==> config.mk <==
export PLATFORM = sky130hd
export DESIGN_NAME = dcache_lru
export DESIGN_NICKNAME = d
export VERILOG_FILES = /design/src/logic/dcache_pkg.sv /design/src/logic/dcache_lru.sv
export SDC_FILE = /design/constraint.sdc
export NUM_CORES = 1
export LEC_CHECK = 0
export BUFFER_PORTS_ARGS = -buffer_cell sky130_fd_sc_hd__buf_2
export CAP_MARGIN = 20
export CORE_MARGIN = 2
export CORE_UTILIZATION = 30
export CTS_CLUSTER_SIZE = 14
export DETAILED_ROUTE_END_ITERATION = 6
export HOLD_SLACK_MARGIN = 0.08
export MAX_ROUTING_LAYER = met4
export PLACE_DENSITY = 0.52
export SETUP_SLACK_MARGIN = 0.5
export SYNTH_ARGS = -nofsm -noshare
export SYNTH_HDL_FRONTEND = slang
export SYNTH_SLANG_ARGS = --single-unit
==> constraint.sdc <==
create_clock -name clk -period 2.7 [get_ports clk]
set_input_delay 0 -clock clk [delete_from_list [all_inputs] [get_ports clk]]
set_output_delay 0 -clock clk [all_outputs]
set_load 0.02 [all_outputs]
==> src/logic/dcache_pkg.sv <==
// geometry, vector types and controller states shared by every data cache module
package dcache_pkg;

    ////////////////////////////////////////////////////////////
    // geometry
    ////////////////////////////////////////////////////////////

    localparam int ADDR_W   = 32;
    localparam int INDEX_W  = 4;
    localparam int OFFSET_W = 2;
    localparam int WAYS     = 2;
    // two byte-select bits sit below the word offset
    localparam int TAG_W    = ADDR_W - INDEX_W - OFFSET_W - 2;
    localparam int LINE_W   = 32 << OFFSET_W;
    localparam int SETS     = 1 << INDEX_W;

    ////////////////////////////////////////////////////////////
    // vector types
    ////////////////////////////////////////////////////////////

    typedef logic [ADDR_W-1:0]   addr_t;
    typedef logic [31:0]         word_t;
    typedef logic [3:0]          strb_t;
    typedef logic [LINE_W-1:0]   line_t;
    typedef logic [TAG_W-1:0]    tag_t;
    typedef logic [INDEX_W-1:0]  index_t;
    typedef logic [OFFSET_W-1:0] word_sel_t;
    typedef logic [WAYS-1:0]     way_mask_t;

    // controller sequencing
    typedef enum logic [2:0] {
        IDLE,
        LOOKUP,
        MISS_REQ,
        MISS_WAIT,
        WRITE_REQ,
        WRITE_WAIT
    } ctrl_state_t;

endpackage

==> src/logic/dcache_lru.sv <==
// per-set least recently used bit, touched on each use and queried for the refill victim
`timescale 1ns/100ps

module dcache_lru import dcache_pkg::*; (
    input  logic   clk,
    input  logic   rst_n,
    input  logic   touch_en,
    input  index_t touch_index,
    input  logic   touch_way,
    input  index_t query_index,
    output logic   victim_way
);

    // bit set means way 1 is the least recently used
    logic [SETS-1:0] lru_bits;

    always_ff @(posedge clk) begin
        if (!rst_n) begin
            lru_bits <= '0;
        end else if (touch_en) begin
            // the way not just used becomes the victim
            lru_bits[touch_index] <= ~touch_way;
        end
    end

    assign victim_way = lru_bits[query_index];

endmodule

==> impl_results.md <==
* Tightest Pin Transition at 0.5304 ns
* Worst hold path type: in -> reg
* CP Cell Sequence: mux4_1, mux2i_1, mux2i_1, buf_2
* IO buf count at 12
* Detailed-route via count at 641
* RSZ-0062 raised after global routing: no
* # hold bufs at CTS at 0
* Status: finished, final reports clean
* R2R Path Start: lru_bits[8]
* Normalized max-slew margin at 0.6456
* Final WS setup at 1.223 ns
* Row count at 19
* Clock transition at path regs at 0.08 ns
* Crit share post-route at 0.5470
* Synth Instances at 77
* Antenna Cells at 0
* CP max FO at 2
* Final layout net count at 97
* Post-synthesis cell area at 839.6 um^2
* I/O pin count at 13
* Sum Neg Setup Slack at 0 ns
* PD cells at around 460 nW/um^2
* Final hold vios at 0
* Die Y at 56.90 um
* CP Class: reg -> out
* RR Endpoint: lru_bits[8]
* Hold_sp: touch_index[3]
* Max Cap Viol at 0
* Worst Reg2Reg Path Length in Cells at 2
* Syn nets at 89
* CP Capture Type: output port
* Endpoints failing setup at 0
* GRT overflow at 0
* Pre-CTS setup slack at roughly 1.5 ns
* CTS tree: built
* Die area at between 3000 and 4000 um^2
* Largest net degree at the start of global routing at 17
* Hold Path Depth at 4
* Critical path startpoint category: flip-flop
* Root Driver: clkbuf_4
* Fmax at 677.1 MHz
* Top flop regs: lru_bits x16
* Starting Density at 0.3098
* Critical path's largest stage delay at 0.49 ns
* All-Layer GR Usage at 0.1154
* Worst path slowest cell: mux4_1
* DRT antenna net count at 0
* Worst path arrival time at 1.48 ns
* Most frequent cells in the layout: 16 x a21oi_1, 16 x a311oi_1, 16 x dfxtp_1
* GP Congestion at about 0.78
* Initial DRC count at 31
* P&R area growth vs syn at 7.899%
* DRT Pass-1 Iters at 4
* Fillers at roughly 290
* Clock buffer depth at 2
* Max FFs per register at 16
* Cell variety after synth at 17
* Maximum vdd drop at 0.0001854 V
* Worst Path Required at 2.70 ns
* Most Frequent Cell on Critical Path: mux2i_1
* Overall power at approximately 0.42 mW
* Synthesized flop and latch total at 16
* Core area at between 2000 and 3000 um^2
* Clock period minus worst slack at 1.477 ns
* # DRC at 0
* Leakage at 0.3379 nW
* Vias in the first global route at 567
* Clock skew at 0 ns
* Seq/Total Area, Yosys at 0.3815
* Multi-input gate area at between 400 and 500 um^2
* Initial antenna violation count at 0
* Reg area at 320.3 um^2
* Die Width at about 57 um
* CTS Sinks at 16
* Share of layout cells above drive strength 1 at 0.2048
* Clk Latency, worst-skew pair at 0.28 ns
* Routed WL per cell at 14.46 um
* Syn_area_per_cell at between 10 and 15 um^2
* Yosys Warn Count at 0
* Final Routed Wirelength at 1648 um
* H-tree depth at 1
* CTS Buf Count at 3
* Top reg by flops: lru_bits
* Fin Hold WS at 0.1380 ns
* First-pass GRT wire length at 2822 um
* Post-cts resize count at 0
* Via density at about 5.6
* Slew Limit Fails at 0
* FF-to-FF setup slack at 1.93 ns
* Setup Buffers After CTS at 0
* Hold endpoint: lru_bits[1]
area by class of cell:
class                   count  area share
flip-flops and latches     16      0.3536
well taps                  31     0.04282
repair buffers             12     0.06630
inverters                   1    0.004144
multi-input cells          51      0.5083
clock buffers               3     0.02486
worst max-delay path by stage:
stage                       startpoint    endpoint  slack [ns]  cells after the start
after global placement     lru_bits[1]  victim_way        1.51                      4
final                     lru_bits[13]  victim_way        1.22                      4
after detailed placement  lru_bits[14]  victim_way        1.52                      4
after CTS                 lru_bits[14]  victim_way        1.20                      4
after floorplan           lru_bits[13]  victim_way        1.63                      3
after global routing      lru_bits[12]  victim_way        1.11                      4
routing by layer:
layer	vias up	GRT usage	routed length, um
li1	332	-	-
met1	287	0.1712	869
met2	18	0.1445	665
met3	4	0.009217	72
met4	0	0.07973	40
met5	-	-	0
synthesized netlist by cell type:
cell type  instances  share of area
a21oi_1           16          0.095
a311oi_1          16           0.17
and2_1             2          0.015
and2b_1            2          0.018
and3_1             1         0.0075
and3b_1            2          0.021
buf_2              2          0.012
buf_4              3          0.027
buf_6              1          0.013
clkbuf_1           3          0.013
dfxtp_1           16           0.38
inv_1              1         0.0045
mux2i_1            3          0.036
mux4_1             4           0.13
nor2_1             1         0.0045
nor2b_1            2          0.015
nor3b_4            2          0.045
logic make-up (layout without fill, tap and decap cells):
family                 Yosys count  count (layout)  synth area share
AO/OA/AOI/OAI                   32              32            0.2623
buffers and inverters           10              16           0.07004
flip-flops                      16              16            0.3815
multiplexers                     7               7            0.1610
AND/OR/NAND/NOR                 12              12            0.1252
metrics by stage:
step | instance area (um^2) | util | instances
2_1_floorplan | 839.6 | - | 77
3_3_place_gp | 883.3 | 0.3259 | 111
3_5_place_dp | 883.3 | 0.3259 | 111
4_1_cts | 905.9 | 0.3343 | 114
5_1_grt | 905.9 | 0.3343 | 114
6_report | 905.9 | 0.3343 | 114
worst max-delay path, delay by kind of cell, from the launching register on:
family	cells	cell delay [ns]
muxes	3	0.72
DFF	1	0.32
buffers and inverters	1	0.16
power breakdown:
group          switching, mW  internal, mW  leakage [nW]
combinational         0.0334        0.0231         0.195
clock                 0.0679        0.0517        0.0138
sequential           0.00269         0.241         0.129
total                  0.104         0.316         0.338
Note: power is estimated with default switching activity, not from simulation.
