`config.mk`:
```
export PLATFORM = sky130hd
export DESIGN_NAME = dcache_tag_ram
export DESIGN_NICKNAME = d
export VERILOG_FILES = /design/src/logic/dcache_pkg.sv /design/src/logic/dcache_tag_ram.sv
export SDC_FILE = /design/constraint.sdc
export NUM_CORES = 1
export LEC_CHECK = 0
export BUFFER_PORTS_ARGS = -buffer_cell sky130_fd_sc_hd__buf_2
export CAP_MARGIN = 0
export CORE_UTILIZATION = 62
export DETAILED_ROUTE_END_ITERATION = 8
export PLACE_DENSITY = 0.86
export SETUP_SLACK_MARGIN = 0.1
export SYNTH_ARGS = -nofsm -noshare
export SYNTH_HDL_FRONTEND = slang
export SYNTH_SLANG_ARGS = --single-unit
```
`constraint.sdc`:
```
create_clock -name clk -period 3.8 [get_ports clk]
set_input_delay 0.57 -clock clk [delete_from_list [all_inputs] [get_ports clk]]
set_output_delay 0.57 -clock clk [all_outputs]
set_load 0.005 [all_outputs]
```
`src/logic/dcache_pkg.sv`:
```
// geometry, vector types and controller states shared by every data cache module
package dcache_pkg;

    ////////////////////////////////////////////////////////////
    // geometry
    ////////////////////////////////////////////////////////////

    localparam int ADDR_W   = 32;
    localparam int INDEX_W  = 4;
    localparam int OFFSET_W = 2;
    localparam int WAYS     = 2;
    // two byte-select bits sit below the word offset
    localparam int TAG_W    = ADDR_W - INDEX_W - OFFSET_W - 2;
    localparam int LINE_W   = 32 << OFFSET_W;
    localparam int SETS     = 1 << INDEX_W;

    ////////////////////////////////////////////////////////////
    // vector types
    ////////////////////////////////////////////////////////////

    typedef logic [ADDR_W-1:0]   addr_t;
    typedef logic [31:0]         word_t;
    typedef logic [3:0]          strb_t;
    typedef logic [LINE_W-1:0]   line_t;
    typedef logic [TAG_W-1:0]    tag_t;
    typedef logic [INDEX_W-1:0]  index_t;
    typedef logic [OFFSET_W-1:0] word_sel_t;
    typedef logic [WAYS-1:0]     way_mask_t;

    // controller sequencing
    typedef enum logic [2:0] {
        IDLE,
        LOOKUP,
        MISS_REQ,
        MISS_WAIT,
        WRITE_REQ,
        WRITE_WAIT
    } ctrl_state_t;

endpackage

```
`src/logic/dcache_tag_ram.sv`:
```
// tag and valid store for both ways, read one cycle after the index is presented, with hit compare
`timescale 1ns/100ps

module dcache_tag_ram import dcache_pkg::*; (
    input  logic      clk,
    input  logic      rst_n,
    input  index_t    rd_index,
    input  tag_t      cmp_tag,
    input  way_mask_t wr_en,
    input  index_t    wr_index,
    input  tag_t      wr_tag,
    output way_mask_t hit
);

    tag_t            tag_mem [WAYS][SETS];
    logic [SETS-1:0] valid   [WAYS];

    // registered read port
    tag_t            rd_tag   [WAYS];
    way_mask_t       rd_valid;

    ////////////////////////////////////////////////////////////
    // valid bits, cleared by reset
    ////////////////////////////////////////////////////////////

    always_ff @(posedge clk) begin
        if (!rst_n) begin
            for (int w = 0; w < WAYS; w++) begin
                valid[w] <= '0;
            end
            rd_valid <= '0;
        end else begin
            for (int w = 0; w < WAYS; w++) begin
                rd_valid[w] <= valid[w][rd_index];
                if (wr_en[w]) begin
                    valid[w][wr_index] <= 1'b1;
                end
            end
        end
    end

    // tag storage itself needs no reset
    always_ff @(posedge clk) begin
        for (int w = 0; w < WAYS; w++) begin
            rd_tag[w] <= tag_mem[w][rd_index];
            if (wr_en[w]) begin
                tag_mem[w][wr_index] <= wr_tag;
            end
        end
    end

    always_comb begin
        for (int w = 0; w < WAYS; w++) begin
            hit[w] = rd_valid[w] && (rd_tag[w] == cmp_tag);
        end
    end

endmodule

```
==> flow_metrics.env, run 1 <==
export IMPL_status="finished clean"
export IMPL_num_rows=82
export IMPL_grt_max_degree=81
export IMPL_worstHoldPathType="primary input to register"
export IMPL_min_from="rd_index[3]"
export IMPL_critPathArrivalTime_ns=2.49
export IMPL_maxCapViolCount=0
export IMPL_fin_nets=1609
export IMPL_area_growth_pct=12.4
export IMPL_maxSlewViolCount=0
export IMPL_yosys_top_cells_count="edfxtp_1 (800), mux4_2 (193), a22oi_1 (99)"
export IMPL_setup_viol=0
export IMPL_ys_warn_count=0
export IMPL_wl_per_cell_um=36.0
export IMPL_rsz0062_at_grt="no"
export IMPL_slew_limit_headroom_pct=22.4
export IMPL_first_global_vias=17000
export IMPL_tightest_slew_ns=1.16
export IMPL_syn_nets=1506
export IMPL_routed_wl_mm=82.4
export IMPL_p_per_area_nw_per_um2=549
export IMPL_cts_max_level=3
export IMPL_fp_dieH_um=229
export IMPL_crit_type="register to output port"
export IMPL_synth_seq_cells=850
export IMPL_firstDrtPassIters=6
export IMPL_setup_slack_ns=0.741
export IMPL_required_ns=3.23
export IMPL_cts_buffer_depth=3
export IMPL_cts_root_buffer="clkbuf_16"
export IMPL_hold_viol=0
export IMPL_die_area_um2=52400
export IMPL_synth_edff_count=800
export IMPL_tns_ns=0
export IMPL_r2r_start="tag_mem[0][548]"
export IMPL_min_to="rd_valid[0]"
export IMPL_fin_crit_sh_pct=80.5
export IMPL_io_buffers=61
export IMPL_synth_area_leaders="edfxtp_1 (75%), mux4_2 (14%), dfxtp_1 (3.1%)"
export IMPL_postSynthCellCount=1446
export IMPL_grt_usage_pct=32.3
export IMPL_drive_gt1_share_pct=27.2
export IMPL_clk_latency_ns=0.64
export IMPL_p_leak_nw=11.5
export IMPL_r2r_slack_ns=2.21
export IMPL_dp_hpwl_mm=42.9
export IMPL_r2r_end="rd_tag[0][44]"
export IMPL_grt_ovfl_total=0
export IMPL_crit_path_start_kind="register"
export IMPL_worst_path_max_fanout=1
export IMPL_coreArea_um2=50500
export IMPL_place_ws_ns=1.11
export IMPL_cts_resized=0
export IMPL_vias_per_cell=7.17
export IMPL_synth_cell_area_um2=31900
export IMPL_antenna_left=0
export IMPL_rr_worst_depth=3
export IMPL_async_reset_ff_share_pct=0
export IMPL_cts_sinks=850
export IMPL_gp_congestion=0.878
export IMPL_vias=16400
export IMPL_clock_fmax_ghz=0.327
export IMPL_syn_avg_cell_area_um2=22.1
export IMPL_yosysTopAreaCellShare_pct=75.3
export IMPL_ios=62
export IMPL_die_x_um=229
export IMPL_synth_flop_cell="edfxtp_1"
export IMPL_yosysUniqueCellTypes=27
export IMPL_cts_setup_buffers=0
export IMPL_drtIter0Drc=2493
export IMPL_synth_most_common_cell="edfxtp_1"
export IMPL_fin_crit_ns=3.06
export IMPL_cts_buffers=80
export IMPL_initial_utilization_pct=63.2
export IMPL_cts_tree="done"
export IMPL_total_power_w=0.0197
export IMPL_hold_depth=3
export IMPL_synth_seq_area_share_pct=78.4
export IMPL_post_synth_top_area_cell="edfxtp_1"
export IMPL_hold_slack_ns=0.349
export IMPL_antenna_found_initial=3
export IMPL_drc_errors=0
export IMPL_grt_pass1_wl_mm=118
export IMPL_endpoint_kind="output port"
export IMPL_fin_skew_ns=0.0243
export IMPL_fin_util_pct=71.1
export IMPL_path_clk_slew_ns=0.07
export IMPL_max_vdd_ir_drop_mv=0.358
export IMPL_postCtsHoldBufs=0
layout by cell type, fill, tap and decap left out, types with 12 or more instances in the layout:
cell type / count
a22oi_1: 99
edfxtp_1: 800
buf_2: 59
clkbuf_16: 81
clkbuf_1: 22
dfxtp_1: 50
nand2b_1: 13
xnor2_1: 18
o21ai_0: 24
mux2i_1: 14
buf_4: 22
xor2_1: 30
nand2_1: 57
mux4_2: 193
clkinv_2: 12
nor2_4: 25
how the worst max path moves through the flow:
stage                              from            to  slack, ns  cells after the start
after floorplan             wr_index[1]  valid[0][19]       0.48                      4
after global placement       cmp_tag[7]        hit[1]       1.16                      6
after detailed placement     cmp_tag[7]        hit[1]       1.11                      6
after CTS                 rd_tag[0][45]        hit[1]       0.70                      5
after global routing      rd_tag[0][45]        hit[1]       0.75                      5
final                     rd_tag[0][45]        hit[1]       0.74                      5
through the flow:
step	area [um2]	cells
final	35900	2290
after global routing	35900	2287
after CTS	35900	2287
after detailed placement	33300	2139
after global placement	33300	2139
after floorplan	31900	1446
critical path, stage by stage (launching register included):
cell	delay, ns
dfxtp_1	0.51
xor2_1	0.12
nor4_1	0.47
nand3_1	0.24
nor4_1	0.32
buf_2	0.17
kinds of logic after synthesis:
logic type	synth area share (%)
DFF	78.4
muxes	14.1
and+or+nand+nor	2.07
AOI/OAI and AO/OA	2.78
buffers and inverters	1.34
xor gates and xnor gates	1.32
report_power, final:
group | internal, W | switching, W | total (W)
Sequential | 0.0105 | 0.000162 | 0.0107
Clock | 0.00450 | 0.00348 | 0.00798
Combinational | 0.000397 | 0.000653 | 0.00105
Total | 0.0154 | 0.00430 | 0.0197
state kept, by name, summed over array words and instances, names as in the netlist:
name	count
rd_tag	48
valid	32
rd_valid	2
tag_mem	768
area by class of cell:
| type | count | area, um2 |
|---|---|---|
| tap | 672 | 841 |
| antenna | 3 | 7.51 |
| multi-input combinational | 523 | 6700 |
| timing repair buffer | 94 | 709 |
| clock inverter | 35 | 347 |
| clock buffer | 113 | 2250 |
| sequential | 850 | 25000 |
| fill | 2693 | 14600 |
metal layers:
metal | track usage [%] | part of all wire [%] | up-vias
met5 | 0 | 0 | -
met4 | 15.0 | 4.2 | 0
met3 | 7.49 | 12 | 224
met2 | 50.6 | 49 | 1416
met1 | 43.8 | 35 | 8528
li1 | - | - | 6262
Note: power is estimated with default switching activity, not from simulation.
==> run 2, diff against run 1 <==
--- a/config.mk
+++ b/config.mk
@@ -7,9 +7,9 @@
 export LEC_CHECK = 0
 export BUFFER_PORTS_ARGS = -buffer_cell sky130_fd_sc_hd__buf_2
 export CAP_MARGIN = 0
-export CORE_UTILIZATION = 62
+export CORE_UTILIZATION = 56
 export DETAILED_ROUTE_END_ITERATION = 8
-export PLACE_DENSITY = 0.86
+export PLACE_DENSITY = 0.82
 export SETUP_SLACK_MARGIN = 0.1
 export SYNTH_ARGS = -nofsm -noshare
 export SYNTH_HDL_FRONTEND = slang
==> constraint.sdc (replaced) <==
create_clock -name clk -period 2.8 [get_ports clk]
set_input_delay 0.42 -clock clk [delete_from_list [all_inputs] [get_ports clk]]
set_output_delay 0.42 -clock clk [all_outputs]
set_load 0.005 [all_outputs]
==> run 2 against run 1 <==
  * Non-clock buffer count increased by 31
  * Hold slack lost 0.086 ns
  * Clock skew down 0.0057 ns
  * Clock-buffer cell count decreased by 3
  * Sequential share of layout area fell by 1.4 points
  * Critical path depth did not move
  * Die area is 11% higher
  * Via count is 0.44% lower
  * Sequential cell count is the same
  * Largest power group unchanged
==> flow_metrics.env, run 2 (synthesis gave the netlist of run 1 again) <==
export IMPL_status="finished clean"
export IMPL_area_growth_pct=14.7
export IMPL_fin_util_pct=64.9
export IMPL_fin_nets=1640
export IMPL_vias=16400
export IMPL_p_leak_nw=11.7
export IMPL_r2r_end="rd_tag[0][34]"
export IMPL_antenna_left=0
export IMPL_p_sw_w=0.00577
export IMPL_crit_type="register to output port"
export IMPL_instances_no_fill=2405
export IMPL_min_from="rd_index[3]"
export IMPL_cts_buffers=80
export IMPL_p_int_w=0.0209
export IMPL_clk_latency_ns=0.62
export IMPL_drtIter0Drc=2413
export IMPL_grt_max_degree=49
export IMPL_rsz0062_at_grt="yes"
export IMPL_ios=62
export IMPL_num_rows=87
export IMPL_top_layer="met5"
export IMPL_grt_ovfl_total=0
export IMPL_maxSlewViolCount=0
export IMPL_r2r_slack_ns=1.28
export IMPL_critPathArrivalTime_ns=2.36
export IMPL_routed_wl_mm=81.7
export IMPL_fin_crit_sh_pct=99.2
export IMPL_initial_utilization_pct=56.6
export IMPL_fp_dieH_um=241
export IMPL_grt_pass1_wl_mm=115
export IMPL_endpoint="hit[1]"
export IMPL_cts_max_level=3
export IMPL_cp_cell_sequence="xor2_1 > nor4_2 > nand3_2 > nor4_4 > buf_2"
export IMPL_rr_worst_depth=3
export IMPL_critPathLaunch="rd_tag[0][31]"
export IMPL_vias_per_cell=6.80
export IMPL_wl_met2_mm=39.2
export IMPL_fillers=3453
export IMPL_gp_congestion=0.783
export IMPL_p_comb_share_pct=5.5
export IMPL_switching_share_pct=21.6
export IMPL_crit_cells=5
export IMPL_slew_limit_headroom_pct=34.6
export IMPL_crit_slowest_cell="nor4_2"
export IMPL_fin_skew_ns=0.0187
export IMPL_wl_per_cell_um=34.0
export IMPL_final_cell_mix="edfxtp_1 (800), mux4_2 (193), a22oi_1 (99)"
export IMPL_p_seq_share_pct=54.2
export IMPL_setup_viol=0
export IMPL_grt_usage_pct=28.9
export IMPL_firstDrtPassIters=5
export IMPL_cts_tree="done"
export IMPL_crit_path_start_kind="register"
export IMPL_coreArea_um2=56400
export IMPL_top_register="tag_mem"
export IMPL_maxCapViolCount=0
export IMPL_path_delay_family="simple AND/OR/NAND/NOR gates"
export IMPL_fin_crit_ns=2.78
export IMPL_antenna_found_initial=4
export IMPL_wl_met1_mm=29.3
export IMPL_max_vdd_ir_drop_mv=0.492
export IMPL_worst_path_max_fanout=1
export IMPL_path_buf_inv=1
export IMPL_max_stage_delay_ns=0.42
export IMPL_r2r_start="tag_mem[0][490]"
export IMPL_cts_buffer_depth=3
export IMPL_largest_reg_flops=768
export IMPL_tns_ns=0
export IMPL_tightest_slew_ns=0.981
export IMPL_drc_errors=0
export IMPL_hold_depth=3
export IMPL_die_x_um=241
export IMPL_drive_gt1_share_pct=29.4
export IMPL_cts_setup_buffers=0
export IMPL_endpoint_kind="output port"
export IMPL_postCtsHoldBufs=0
export IMPL_cts_root_buffer="clkbuf_16"
export IMPL_final_common_cell="edfxtp_1"
export IMPL_p_per_area_nw_per_um2=730
export IMPL_path_clk_slew_ns=0.06
export IMPL_wl_met3_mm=10.4
export IMPL_hold_viol=0
export IMPL_dp_hpwl_mm=41.2
export IMPL_placed_cells_incl_taps=2254
export IMPL_first_global_vias=16700
export IMPL_power_share_clock_pct=40.4
export IMPL_required_ns=2.38
export IMPL_reg_top3="tag_mem (768), rd_tag (48), valid (32)"
export IMPL_worstHoldPathType="primary input to register"
export IMPL_die_area_um2=57900
export IMPL_clock_fmax_ghz=0.360
export IMPL_cts_sinks=850
export IMPL_io_buffers=61
## run 2: layout make-up
type	instances	area [um2]	area share, %
flip-flops and latches	850	25000	68.4
multi-input cells	523	6740	18.4
clock buffers	110	2230	6.08
repair buffers	125	1280	3.50
well taps	756	946	2.58
clock inverters	39	377	1.03
diodes	2	5.00	0.0137
## run 2: metrics by stage
stage	hold slack (ns)	area, um2	total power (W)	setup WS (ns)
after floorplan	0.519	31900	0.0154	-0.372
after CTS	0.229	36600	0.0267	0.103
after global placement	0.652	33900	0.0160	0.264
final	0.263	36600	0.0267	0.0224
after detailed placement	0.665	33900	0.0161	0.247
after global routing	0.252	36600	0.0273	0.00286
## run 2: per-layer routing
metal	up-vias	global-route usage, %
li1	6313	-
met1	8547	39.5
met2	1291	45.2
met3	202	7.71
met4	4	10.5
met5	-	0
## run 2: timing repair
action                                  in CTS  in global routing
resized for setup                            7                  6
endpoints found under the setup margin       2                  2
pin swaps                                    2                  3
## run 2: worst min-delay path: stages
cell	delay [ns]
buf_2	0.20
nand4_1	0.10
a21boi_1	0.10
## run 2: worst min path at each step
stage                    end  slack (ns)
2_1_floorplan  tag_mem[0][0]        0.52
3_3_place_gp   rd_tag[0][12]        0.65
3_5_place_dp   rd_tag[0][45]        0.66
4_1_cts          rd_valid[0]        0.23
5_1_grt          rd_valid[0]        0.25
6_report         rd_valid[0]        0.26
## run 2: power groups by stage
stage | Combinational [W] | Clock (W) | Sequential [W]
floorplan | 0.000829 | 0 | 0.0146
global placement | 0.00136 | 0 | 0.0147
detailed placement | 0.00141 | 0 | 0.0147
CTS | 0.00145 | 0.0108 | 0.0145
global route | 0.00153 | 0.0113 | 0.0145
finish | 0.00146 | 0.0108 | 0.0145
