File: src/logic/dcache_pkg.sv
// geometry, vector types and controller states shared by every data cache module
package dcache_pkg;

    ////////////////////////////////////////////////////////////
    // geometry
    ////////////////////////////////////////////////////////////

    localparam int ADDR_W   = 32;
    localparam int INDEX_W  = 4;
    localparam int OFFSET_W = 2;
    localparam int WAYS     = 2;
    // two byte-select bits sit below the word offset
    localparam int TAG_W    = ADDR_W - INDEX_W - OFFSET_W - 2;
    localparam int LINE_W   = 32 << OFFSET_W;
    localparam int SETS     = 1 << INDEX_W;

    ////////////////////////////////////////////////////////////
    // vector types
    ////////////////////////////////////////////////////////////

    typedef logic [ADDR_W-1:0]   addr_t;
    typedef logic [31:0]         word_t;
    typedef logic [3:0]          strb_t;
    typedef logic [LINE_W-1:0]   line_t;
    typedef logic [TAG_W-1:0]    tag_t;
    typedef logic [INDEX_W-1:0]  index_t;
    typedef logic [OFFSET_W-1:0] word_sel_t;
    typedef logic [WAYS-1:0]     way_mask_t;

    // controller sequencing
    typedef enum logic [2:0] {
        IDLE,
        LOOKUP,
        MISS_REQ,
        MISS_WAIT,
        WRITE_REQ,
        WRITE_WAIT
    } ctrl_state_t;

endpackage

File: src/logic/dcache_ctrl.sv
// request buffer and main FSM, sequencing lookups, refills, store forwarding and the read return
`timescale 1ns/100ps

module dcache_ctrl import dcache_pkg::*; (
    input  logic      clk,
    input  logic      rst_n,
    // pipeline side
    input  logic      req_valid,
    input  logic      req_write,
    input  addr_t     req_addr,
    input  word_t     req_wdata,
    input  strb_t     req_wstrb,
    output logic      req_ready,
    output logic      rsp_valid,
    // array status
    input  way_mask_t hit,
    input  logic      victim_way,
    // memory side
    input  logic      mem_addr_ok,
    input  logic      mem_data_ok,
    input  line_t     mem_rdata,
    output logic      mem_req,
    output logic      mem_write,
    output addr_t     mem_addr,
    output word_t     mem_wdata,
    output strb_t     mem_wstrb,
    // tag RAM
    output tag_t      cmp_tag,
    output way_mask_t tag_wr_en,
    output index_t    wr_index,
    output tag_t      wr_tag,
    // data RAM
    output way_mask_t fill_en,
    output line_t     fill_line,
    output way_mask_t word_wr_en,
    output word_sel_t wr_word,
    output word_t     wr_data,
    output strb_t     wr_strb,
    // LRU
    output logic      touch_en,
    output logic      touch_way,
    output index_t    touch_index,
    output index_t    query_index,
    // read return
    output logic      sel_way,
    output logic      sel_mem,
    output word_sel_t sel_word
);

    ctrl_state_t state;
    ctrl_state_t state_next;

    // request buffer
    logic  buf_write;
    addr_t buf_addr;
    word_t buf_wdata;
    strb_t buf_wstrb;

    tag_t      buf_tag;
    index_t    buf_index;
    word_sel_t buf_word;

    logic any_hit;
    logic load_hit;
    logic accept;
    logic refill_done;

    assign buf_tag   = buf_addr[ADDR_W-1 -: TAG_W];
    assign buf_index = buf_addr[OFFSET_W+2 +: INDEX_W];
    assign buf_word  = buf_addr[2 +: OFFSET_W];

    assign any_hit     = |hit;
    assign load_hit    = (state == LOOKUP) && !buf_write && any_hit;
    assign refill_done = (state == MISS_WAIT) && mem_data_ok;

    ////////////////////////////////////////////////////////////
    // pipeline handshake
    ////////////////////////////////////////////////////////////

    // a load hit frees the buffer for the next request in the same cycle
    assign req_ready = (state == IDLE) || load_hit;
    assign accept    = req_valid && req_ready;

    assign rsp_valid = load_hit || refill_done || ((state == WRITE_WAIT) && mem_data_ok);

    always_ff @(posedge clk) begin
        if (accept) begin
            buf_write <= req_write;
            buf_addr  <= req_addr;
            buf_wdata <= req_wdata;
            buf_wstrb <= req_wstrb;
        end
    end

    ////////////////////////////////////////////////////////////
    // main FSM
    ////////////////////////////////////////////////////////////

    always_ff @(posedge clk) begin
        if (!rst_n) begin
            state <= IDLE;
        end else begin
            state <= state_next;
        end
    end

    always_comb begin
        state_next = state;
        case (state)
            IDLE: begin
                if (accept) begin
                    state_next = LOOKUP;
                end
            end
            LOOKUP: begin
                if (buf_write) begin
                    state_next = WRITE_REQ;
                end else if (!any_hit) begin
                    state_next = MISS_REQ;
                end else if (!accept) begin
                    state_next = IDLE;
                end
            end
            MISS_REQ: begin
                if (mem_addr_ok) begin
                    state_next = MISS_WAIT;
                end
            end
            MISS_WAIT: begin
                if (mem_data_ok) begin
                    state_next = IDLE;
                end
            end
            WRITE_REQ: begin
                if (mem_addr_ok) begin
                    state_next = WRITE_WAIT;
                end
            end
            WRITE_WAIT: begin
                if (mem_data_ok) begin
                    state_next = IDLE;
                end
            end
            default: state_next = IDLE;
        endcase
    end

    ////////////////////////////////////////////////////////////
    // memory requests
    ////////////////////////////////////////////////////////////

    assign mem_req   = (state == MISS_REQ) || (state == WRITE_REQ);
    assign mem_write = (state == WRITE_REQ);
    // refill reads the aligned line, stores go out at word granularity
    assign mem_addr  = mem_write ? {buf_addr[ADDR_W-1:2], 2'b00}
                                 : {buf_tag, buf_index, {(OFFSET_W + 2){1'b0}}};
    assign mem_wdata = buf_wdata;
    assign mem_wstrb = buf_wstrb;

    ////////////////////////////////////////////////////////////
    // array updates
    ////////////////////////////////////////////////////////////

    assign cmp_tag  = buf_tag;
    assign wr_index = buf_index;
    assign wr_tag   = buf_tag;

    // victim stays fixed while the miss is outstanding, nothing touches the set
    assign tag_wr_en  = refill_done ? way_mask_t'(1 << victim_way) : '0;
    assign fill_en    = tag_wr_en;
    assign fill_line  = mem_rdata;

    // store hit updates the cached word during lookup
    assign word_wr_en = ((state == LOOKUP) && buf_write) ? hit : '0;
    assign wr_word    = buf_word;
    assign wr_data    = buf_wdata;
    assign wr_strb    = buf_wstrb;

    assign touch_en    = ((state == LOOKUP) && any_hit) || refill_done;
    assign touch_way   = refill_done ? victim_way : hit[1];
    assign touch_index = buf_index;
    assign query_index = buf_index;

    // read return
    assign sel_way  = hit[1];
    assign sel_mem  = (state == MISS_WAIT);
    assign sel_word = buf_word;

endmodule

File: config.mk
export PLATFORM = sky130hd
export DESIGN_NAME = dcache_ctrl
export DESIGN_NICKNAME = d
export VERILOG_FILES = /design/src/logic/dcache_pkg.sv /design/src/logic/dcache_ctrl.sv
export SDC_FILE = /design/constraint.sdc
export NUM_CORES = 1
export LEC_CHECK = 0
export ABC_AREA = 0
export ABC_CLOCK_PERIOD_IN_PS = 6800
export BUFFER_PORTS_ARGS = -buffer_cell sky130_fd_sc_hd__buf_2
export CAP_MARGIN = 15
export CORE_AREA = 2 2 202 204
export DETAILED_ROUTE_END_ITERATION = 10
export DIE_AREA = 0 0 204 206
export PLACE_DENSITY = 0.35
export SYNTH_ARGS = -nofsm -noshare
export SYNTH_HDL_FRONTEND = slang
export SYNTH_SLANG_ARGS = --single-unit
File: constraint.sdc
create_clock -name clk -period 6.8 [get_ports clk]
set_input_delay 1.7 -clock clk [delete_from_list [all_inputs] [get_ports clk]]
set_output_delay 1.7 -clock clk [all_outputs]
set_load 0.01 [all_outputs]
==> impl_metrics.prom <==
# TYPE chip_impl_metric gauge
chip_impl_metric{name="post_cts_hold_buffer_count",unit=""} 0
chip_impl_info{name="synth_ff_type",value="sky130_fd_sc_hd__edfxtp_1"} 1
chip_impl_metric{name="ys_async_sr_fraction",unit=""} 0
chip_impl_metric{name="synth.top_cell.area_share",unit=""} 0.494
chip_impl_metric{name="synth_enable_flop_cells",unit=""} 67
chip_impl_info{name="crit_top_cell",value="sky130_fd_sc_hd__buf_2"} 1
chip_impl_metric{name="place.detailed.instances",unit=""} 896
chip_impl_info{name="synth.largest_area_cell",value="sky130_fd_sc_hd__edfxtp_1"} 1
chip_impl_metric{name="vias",unit=""} 2249
chip_impl_metric{name="final_hold_viol_count",unit=""} 0
chip_impl_metric{name="synthesis.area_per_instance",unit="um^2"} 11.9
chip_impl_metric{name="drc",unit=""} 0
chip_impl_metric{name="antenna_violations_before_repair",unit=""} 3
chip_impl_metric{name="p_per_area",unit="nW/um^2"} 273
chip_impl_info{name="status",value="completed"} 1
chip_impl_metric{name="num_io_pins",unit=""} 515
chip_impl_metric{name="setup_viol",unit=""} 0
chip_impl_metric{name="worst_path_largest_cell_delay",unit="ps"} 250
chip_impl_metric{name="post_synth_num_cell_types",unit=""} 26
chip_impl_metric{name="grt_start_max_net_pins",unit=""} 68
chip_impl_metric{name="initial_core_utilization",unit=""} 0.101
chip_impl_metric{name="worst_slew_pin_slew",unit="ps"} 960
chip_impl_metric{name="cts_setup_buffers",unit=""} 0
chip_impl_metric{name="fillers",unit=""} 4653
chip_impl_metric{name="syn_to_final_growth",unit="%"} 12.2
chip_impl_metric{name="globalplace.congestion",unit=""} 0.710
chip_impl_metric{name="worstPathBufferInverterCount",unit=""} 2
chip_impl_metric{name="via_count_of_the_first_global_routing_pass",unit=""} 2145
chip_impl_metric{name="ctsHtreeMaxLevel",unit=""} 3
chip_impl_metric{name="min_period_over_period",unit=""} 0.617
chip_impl_info{name="cp_slowest_cell",value="sky130_fd_sc_hd__nor2_1"} 1
chip_impl_metric{name="maxClockFrequency",unit="MHz"} 238
chip_impl_info{name="setup.worst_path.end_class",value="output pin"} 1
chip_impl_metric{name="coreArea",unit="um^2"} 40200
chip_impl_metric{name="nNetsFinal",unit=""} 580
chip_impl_info{name="grt_setup_unrepaired",value="no"} 1
chip_impl_info{name="post_synth_main_area_contributors",value="sky130_fd_sc_hd__edfxtp_1 (49%), sky130_fd_sc_hd__buf_4 (43%), sky130_fd_sc_hd__dfxtp_1 (1.5%)"} 1
chip_impl_metric{name="detail_route.iter0.violations",unit=""} 63
chip_impl_metric{name="wire_per_inst",unit="um"} 17.2
chip_impl_metric{name="dieHeight",unit="um"} 206
chip_impl_metric{name="timing.critical_path.arrival",unit="ps"} 2500
chip_impl_metric{name="dpl_worst_slack",unit="ps"} 2600
chip_impl_metric{name="routed_wl",unit="um"} 15700
chip_impl_metric{name="whs",unit="ps"} 582
chip_impl_metric{name="setup_total_negative_slack",unit="ps"} 0
chip_impl_metric{name="cts_resized",unit=""} 0
chip_impl_metric{name="timing_max_transition_violations_final",unit=""} 0
chip_impl_metric{name="fin_ws",unit="ps"} 2600
chip_impl_metric{name="max_cap_viol_count",unit=""} 0
chip_impl_metric{name="cts-root-to-sink-buffers",unit=""} 2
chip_impl_info{name="clockRootBuffer",value="sky130_fd_sc_hd__clkbuf_16"} 1
chip_impl_info{name="start_kind",value="input pin"} 1
chip_impl_info{name="setup.worst_path.class",value="input pin to output pin"} 1
chip_impl_metric{name="overflow",unit=""} 0
chip_impl_metric{name="synthCells",unit=""} 343
chip_impl_info{name="critPathTopFamily",value="simple AND/OR/NAND/NOR gates"} 1
chip_impl_metric{name="fin_worst_skew",unit="ps"} 6.48
chip_impl_metric{name="dp.final_hpwl",unit="um"} 13400
chip_impl_metric{name="worst_slew_margin_rel",unit=""} 0.360
chip_impl_metric{name="data_required_time_of_the_critical_path",unit="ps"} 5100
chip_impl_metric{name="worst_skew_pair.late_latency",unit="ps"} 340
chip_impl_metric{name="numClockSinks",unit=""} 70
chip_impl_metric{name="final_antenna_net_count",unit=""} 0
chip_impl_info{name="tritoncts",value="done"} 1
chip_impl_info{name="hold_path_class",value="flop to flop"} 1
chip_impl_metric{name="synthesis.area",unit="um^2"} 4080
chip_impl_metric{name="dieWidth",unit="um"} 204
chip_impl_metric{name="numCtsBuffers",unit=""} 9
chip_impl_metric{name="die_area",unit="um^2"} 42000
chip_impl_metric{name="synth_seq_area_share",unit=""} 0.508
chip_impl_metric{name="post_route_cells_drive_above_1_share",unit=""} 0.716
chip_impl_metric{name="yosys_warnings",unit=""} 0
chip_impl_metric{name="power.leakage",unit="nW"} 1.93
chip_impl_metric{name="floorplan.rows",unit=""} 74
chip_impl_metric{name="clk_pin_slew",unit="ps"} 60
chip_impl_metric{name="via_to_cell_ratio",unit=""} 2.46
chip_impl_metric{name="finish.utilization",unit=""} 0.114
chip_impl_info{name="crit_chain",value="buf_2 -> nor2_1 -> o21ai_0 -> and2_2 -> buf_2"} 1
chip_impl_metric{name="grt_first_pass_wirelength",unit="um"} 19000
chip_impl_metric{name="stdcell_count",unit=""} 913
chip_impl_metric{name="path_max_fanout",unit=""} 5
chip_impl_metric{name="gr-usage-all-layers",unit=""} 0.0699
chip_impl_metric{name="max-vdd-ir-drop",unit="mV"} 0.134
chip_impl_metric{name="buffer_ports.inserted",unit=""} 254
chip_impl_metric{name="final.min_clock_period",unit="ps"} 4200
chip_impl_metric{name="drt_first_pass_iters",unit=""} 4
chip_impl_metric{name="synth.ff_latch_count",unit=""} 70
[layout make-up]
cell class                      count  area, um^2  area share
Clock inverter                      7        87.6      0.0192
Inverter                            2        7.51     0.00164
Tap cell                          532         666       0.146
Antenna cell                        1        2.50    0.000547
Clock buffer                        9         225      0.0492
Timing Repair Buffer              254        1270       0.278
Multi-Input combinational cell     38         241      0.0528
Sequential cell                    70        2070       0.453
[per-layer routing]
| metal | vias up | track usage | routed length [um] |
|---|---|---|---|
| met5 | - | 0 | 16 |
| met4 | 2 | 0.0611 | 1060 |
| met3 | 81 | 0.0599 | 3360 |
| met2 | 276 | 0.116 | 7530 |
| met1 | 936 | 0.0481 | 3700 |
| li1 | 954 | - | - |
[kinds of logic (layout without fill, tap and decap cells)]
logic type / Yosys count / after routing / synth area share
xor+xnor: 1 / 1 / 0.00215
compound gates: 10 / 10 / 0.0163
other cells: 1 / 3 / 0.000920
mux: 1 / 1 / 0.00246
flops: 70 / 70 / 0.508
buf+inv: 236 / 272 / 0.434
simple gates: 24 / 24 / 0.0359
[worst min-delay path, cell delays in order (launching register included)]
cell and delay [ps]:
sky130_fd_sc_hd__dfxtp_1 390, sky130_fd_sc_hd__nand2_1 90, sky130_fd_sc_hd__mux2i_1 60
[final timing paths]
kind	start	to	depth (start not counted)	slack, ps
max	hit[1]	touch_en	5	2600
min	state[0]	state[0]	2	580
max reg2reg	buf_write	buf_addr[30]	3	4770
min reg2reg	state[0]	state[0]	2	580
[Yosys cell counts, types with 2 or more instances]
cell and number:
sky130_fd_sc_hd__dfxtp_1 3, sky130_fd_sc_hd__buf_4 231, sky130_fd_sc_hd__inv_1 2, sky130_fd_sc_hd__edfxtp_1 67, sky130_fd_sc_hd__and2_1 3, sky130_fd_sc_hd__a211oi_1 2, sky130_fd_sc_hd__nor3_1 2, sky130_fd_sc_hd__nor3b_1 3
sky130_fd_sc_hd__o21ai_0 4, sky130_fd_sc_hd__buf_6 2, sky130_fd_sc_hd__nand2_1 6, sky130_fd_sc_hd__nor2_1 4
[per-stage QoR]
stage          cell area (um^2)  total power [mW]
2_1_floorplan              4080             0.774
3_3_place_gp               4260             0.757
3_5_place_dp               4260             0.753
4_1_cts                    4570              1.28
5_1_grt                    4570              1.31
6_report                   4570              1.25
[placed cells by master, fill, tap and decap left out]
cell / netlist / final
sky130_fd_sc_hd__inv_1: 2 / 2
sky130_fd_sc_hd__a21o_1: 1 / 1
sky130_fd_sc_hd__a211oi_1: 2 / 2
sky130_fd_sc_hd__and2_2: 1 / 1
sky130_fd_sc_hd__clkinv_1: 0 / 3
sky130_fd_sc_hd__dfxtp_1: 3 / 3
sky130_fd_sc_hd__o31ai_1: 1 / 1
sky130_fd_sc_hd__and2_4: 1 / 2
sky130_fd_sc_hd__and2_1: 3 / 2
sky130_fd_sc_hd__bufinv_16: 0 / 2
sky130_fd_sc_hd__nor2_1: 4 / 4
sky130_fd_sc_hd__clkinvlp_4: 0 / 1
sky130_fd_sc_hd__buf_2: 1 / 254
sky130_fd_sc_hd__edfxtp_1: 67 / 67
sky130_fd_sc_hd__and3_4: 1 / 1
sky130_fd_sc_hd__mux2i_1: 1 / 1
sky130_fd_sc_hd__inv_6: 0 / 1
sky130_fd_sc_hd__xnor2_1: 1 / 1
sky130_fd_sc_hd__nor2b_4: 1 / 1
sky130_fd_sc_hd__nor3b_1: 3 / 3
sky130_fd_sc_hd__nand4b_1: 1 / 1
sky130_fd_sc_hd__clkbuf_16: 0 / 9
sky130_fd_sc_hd__nor3_1: 2 / 2
sky130_fd_sc_hd__conb_1: 1 / 2
sky130_fd_sc_hd__a32oi_1: 1 / 1
sky130_fd_sc_hd__diode_2: 0 / 1
sky130_fd_sc_hd__o21ai_0: 4 / 4
sky130_fd_sc_hd__o21a_1: 1 / 1
sky130_fd_sc_hd__nand3b_1: 1 / 1
sky130_fd_sc_hd__nand2_1: 6 / 6
[state kept, by name, summed over array words and instances, names as in the netlist]
register   cells
buf_addr      30
mem_wdata     32
state          3
buf_write      1
mem_wstrb      4
[where the power goes]
part           internal [mW]  switching (mW)  total (mW)
clock network          0.319           0.192       0.511
logic                 0.0768           0.109       0.186
registers              0.523          0.0302       0.553
total                  0.918           0.331        1.25
(Power assumes the default switching activity.)
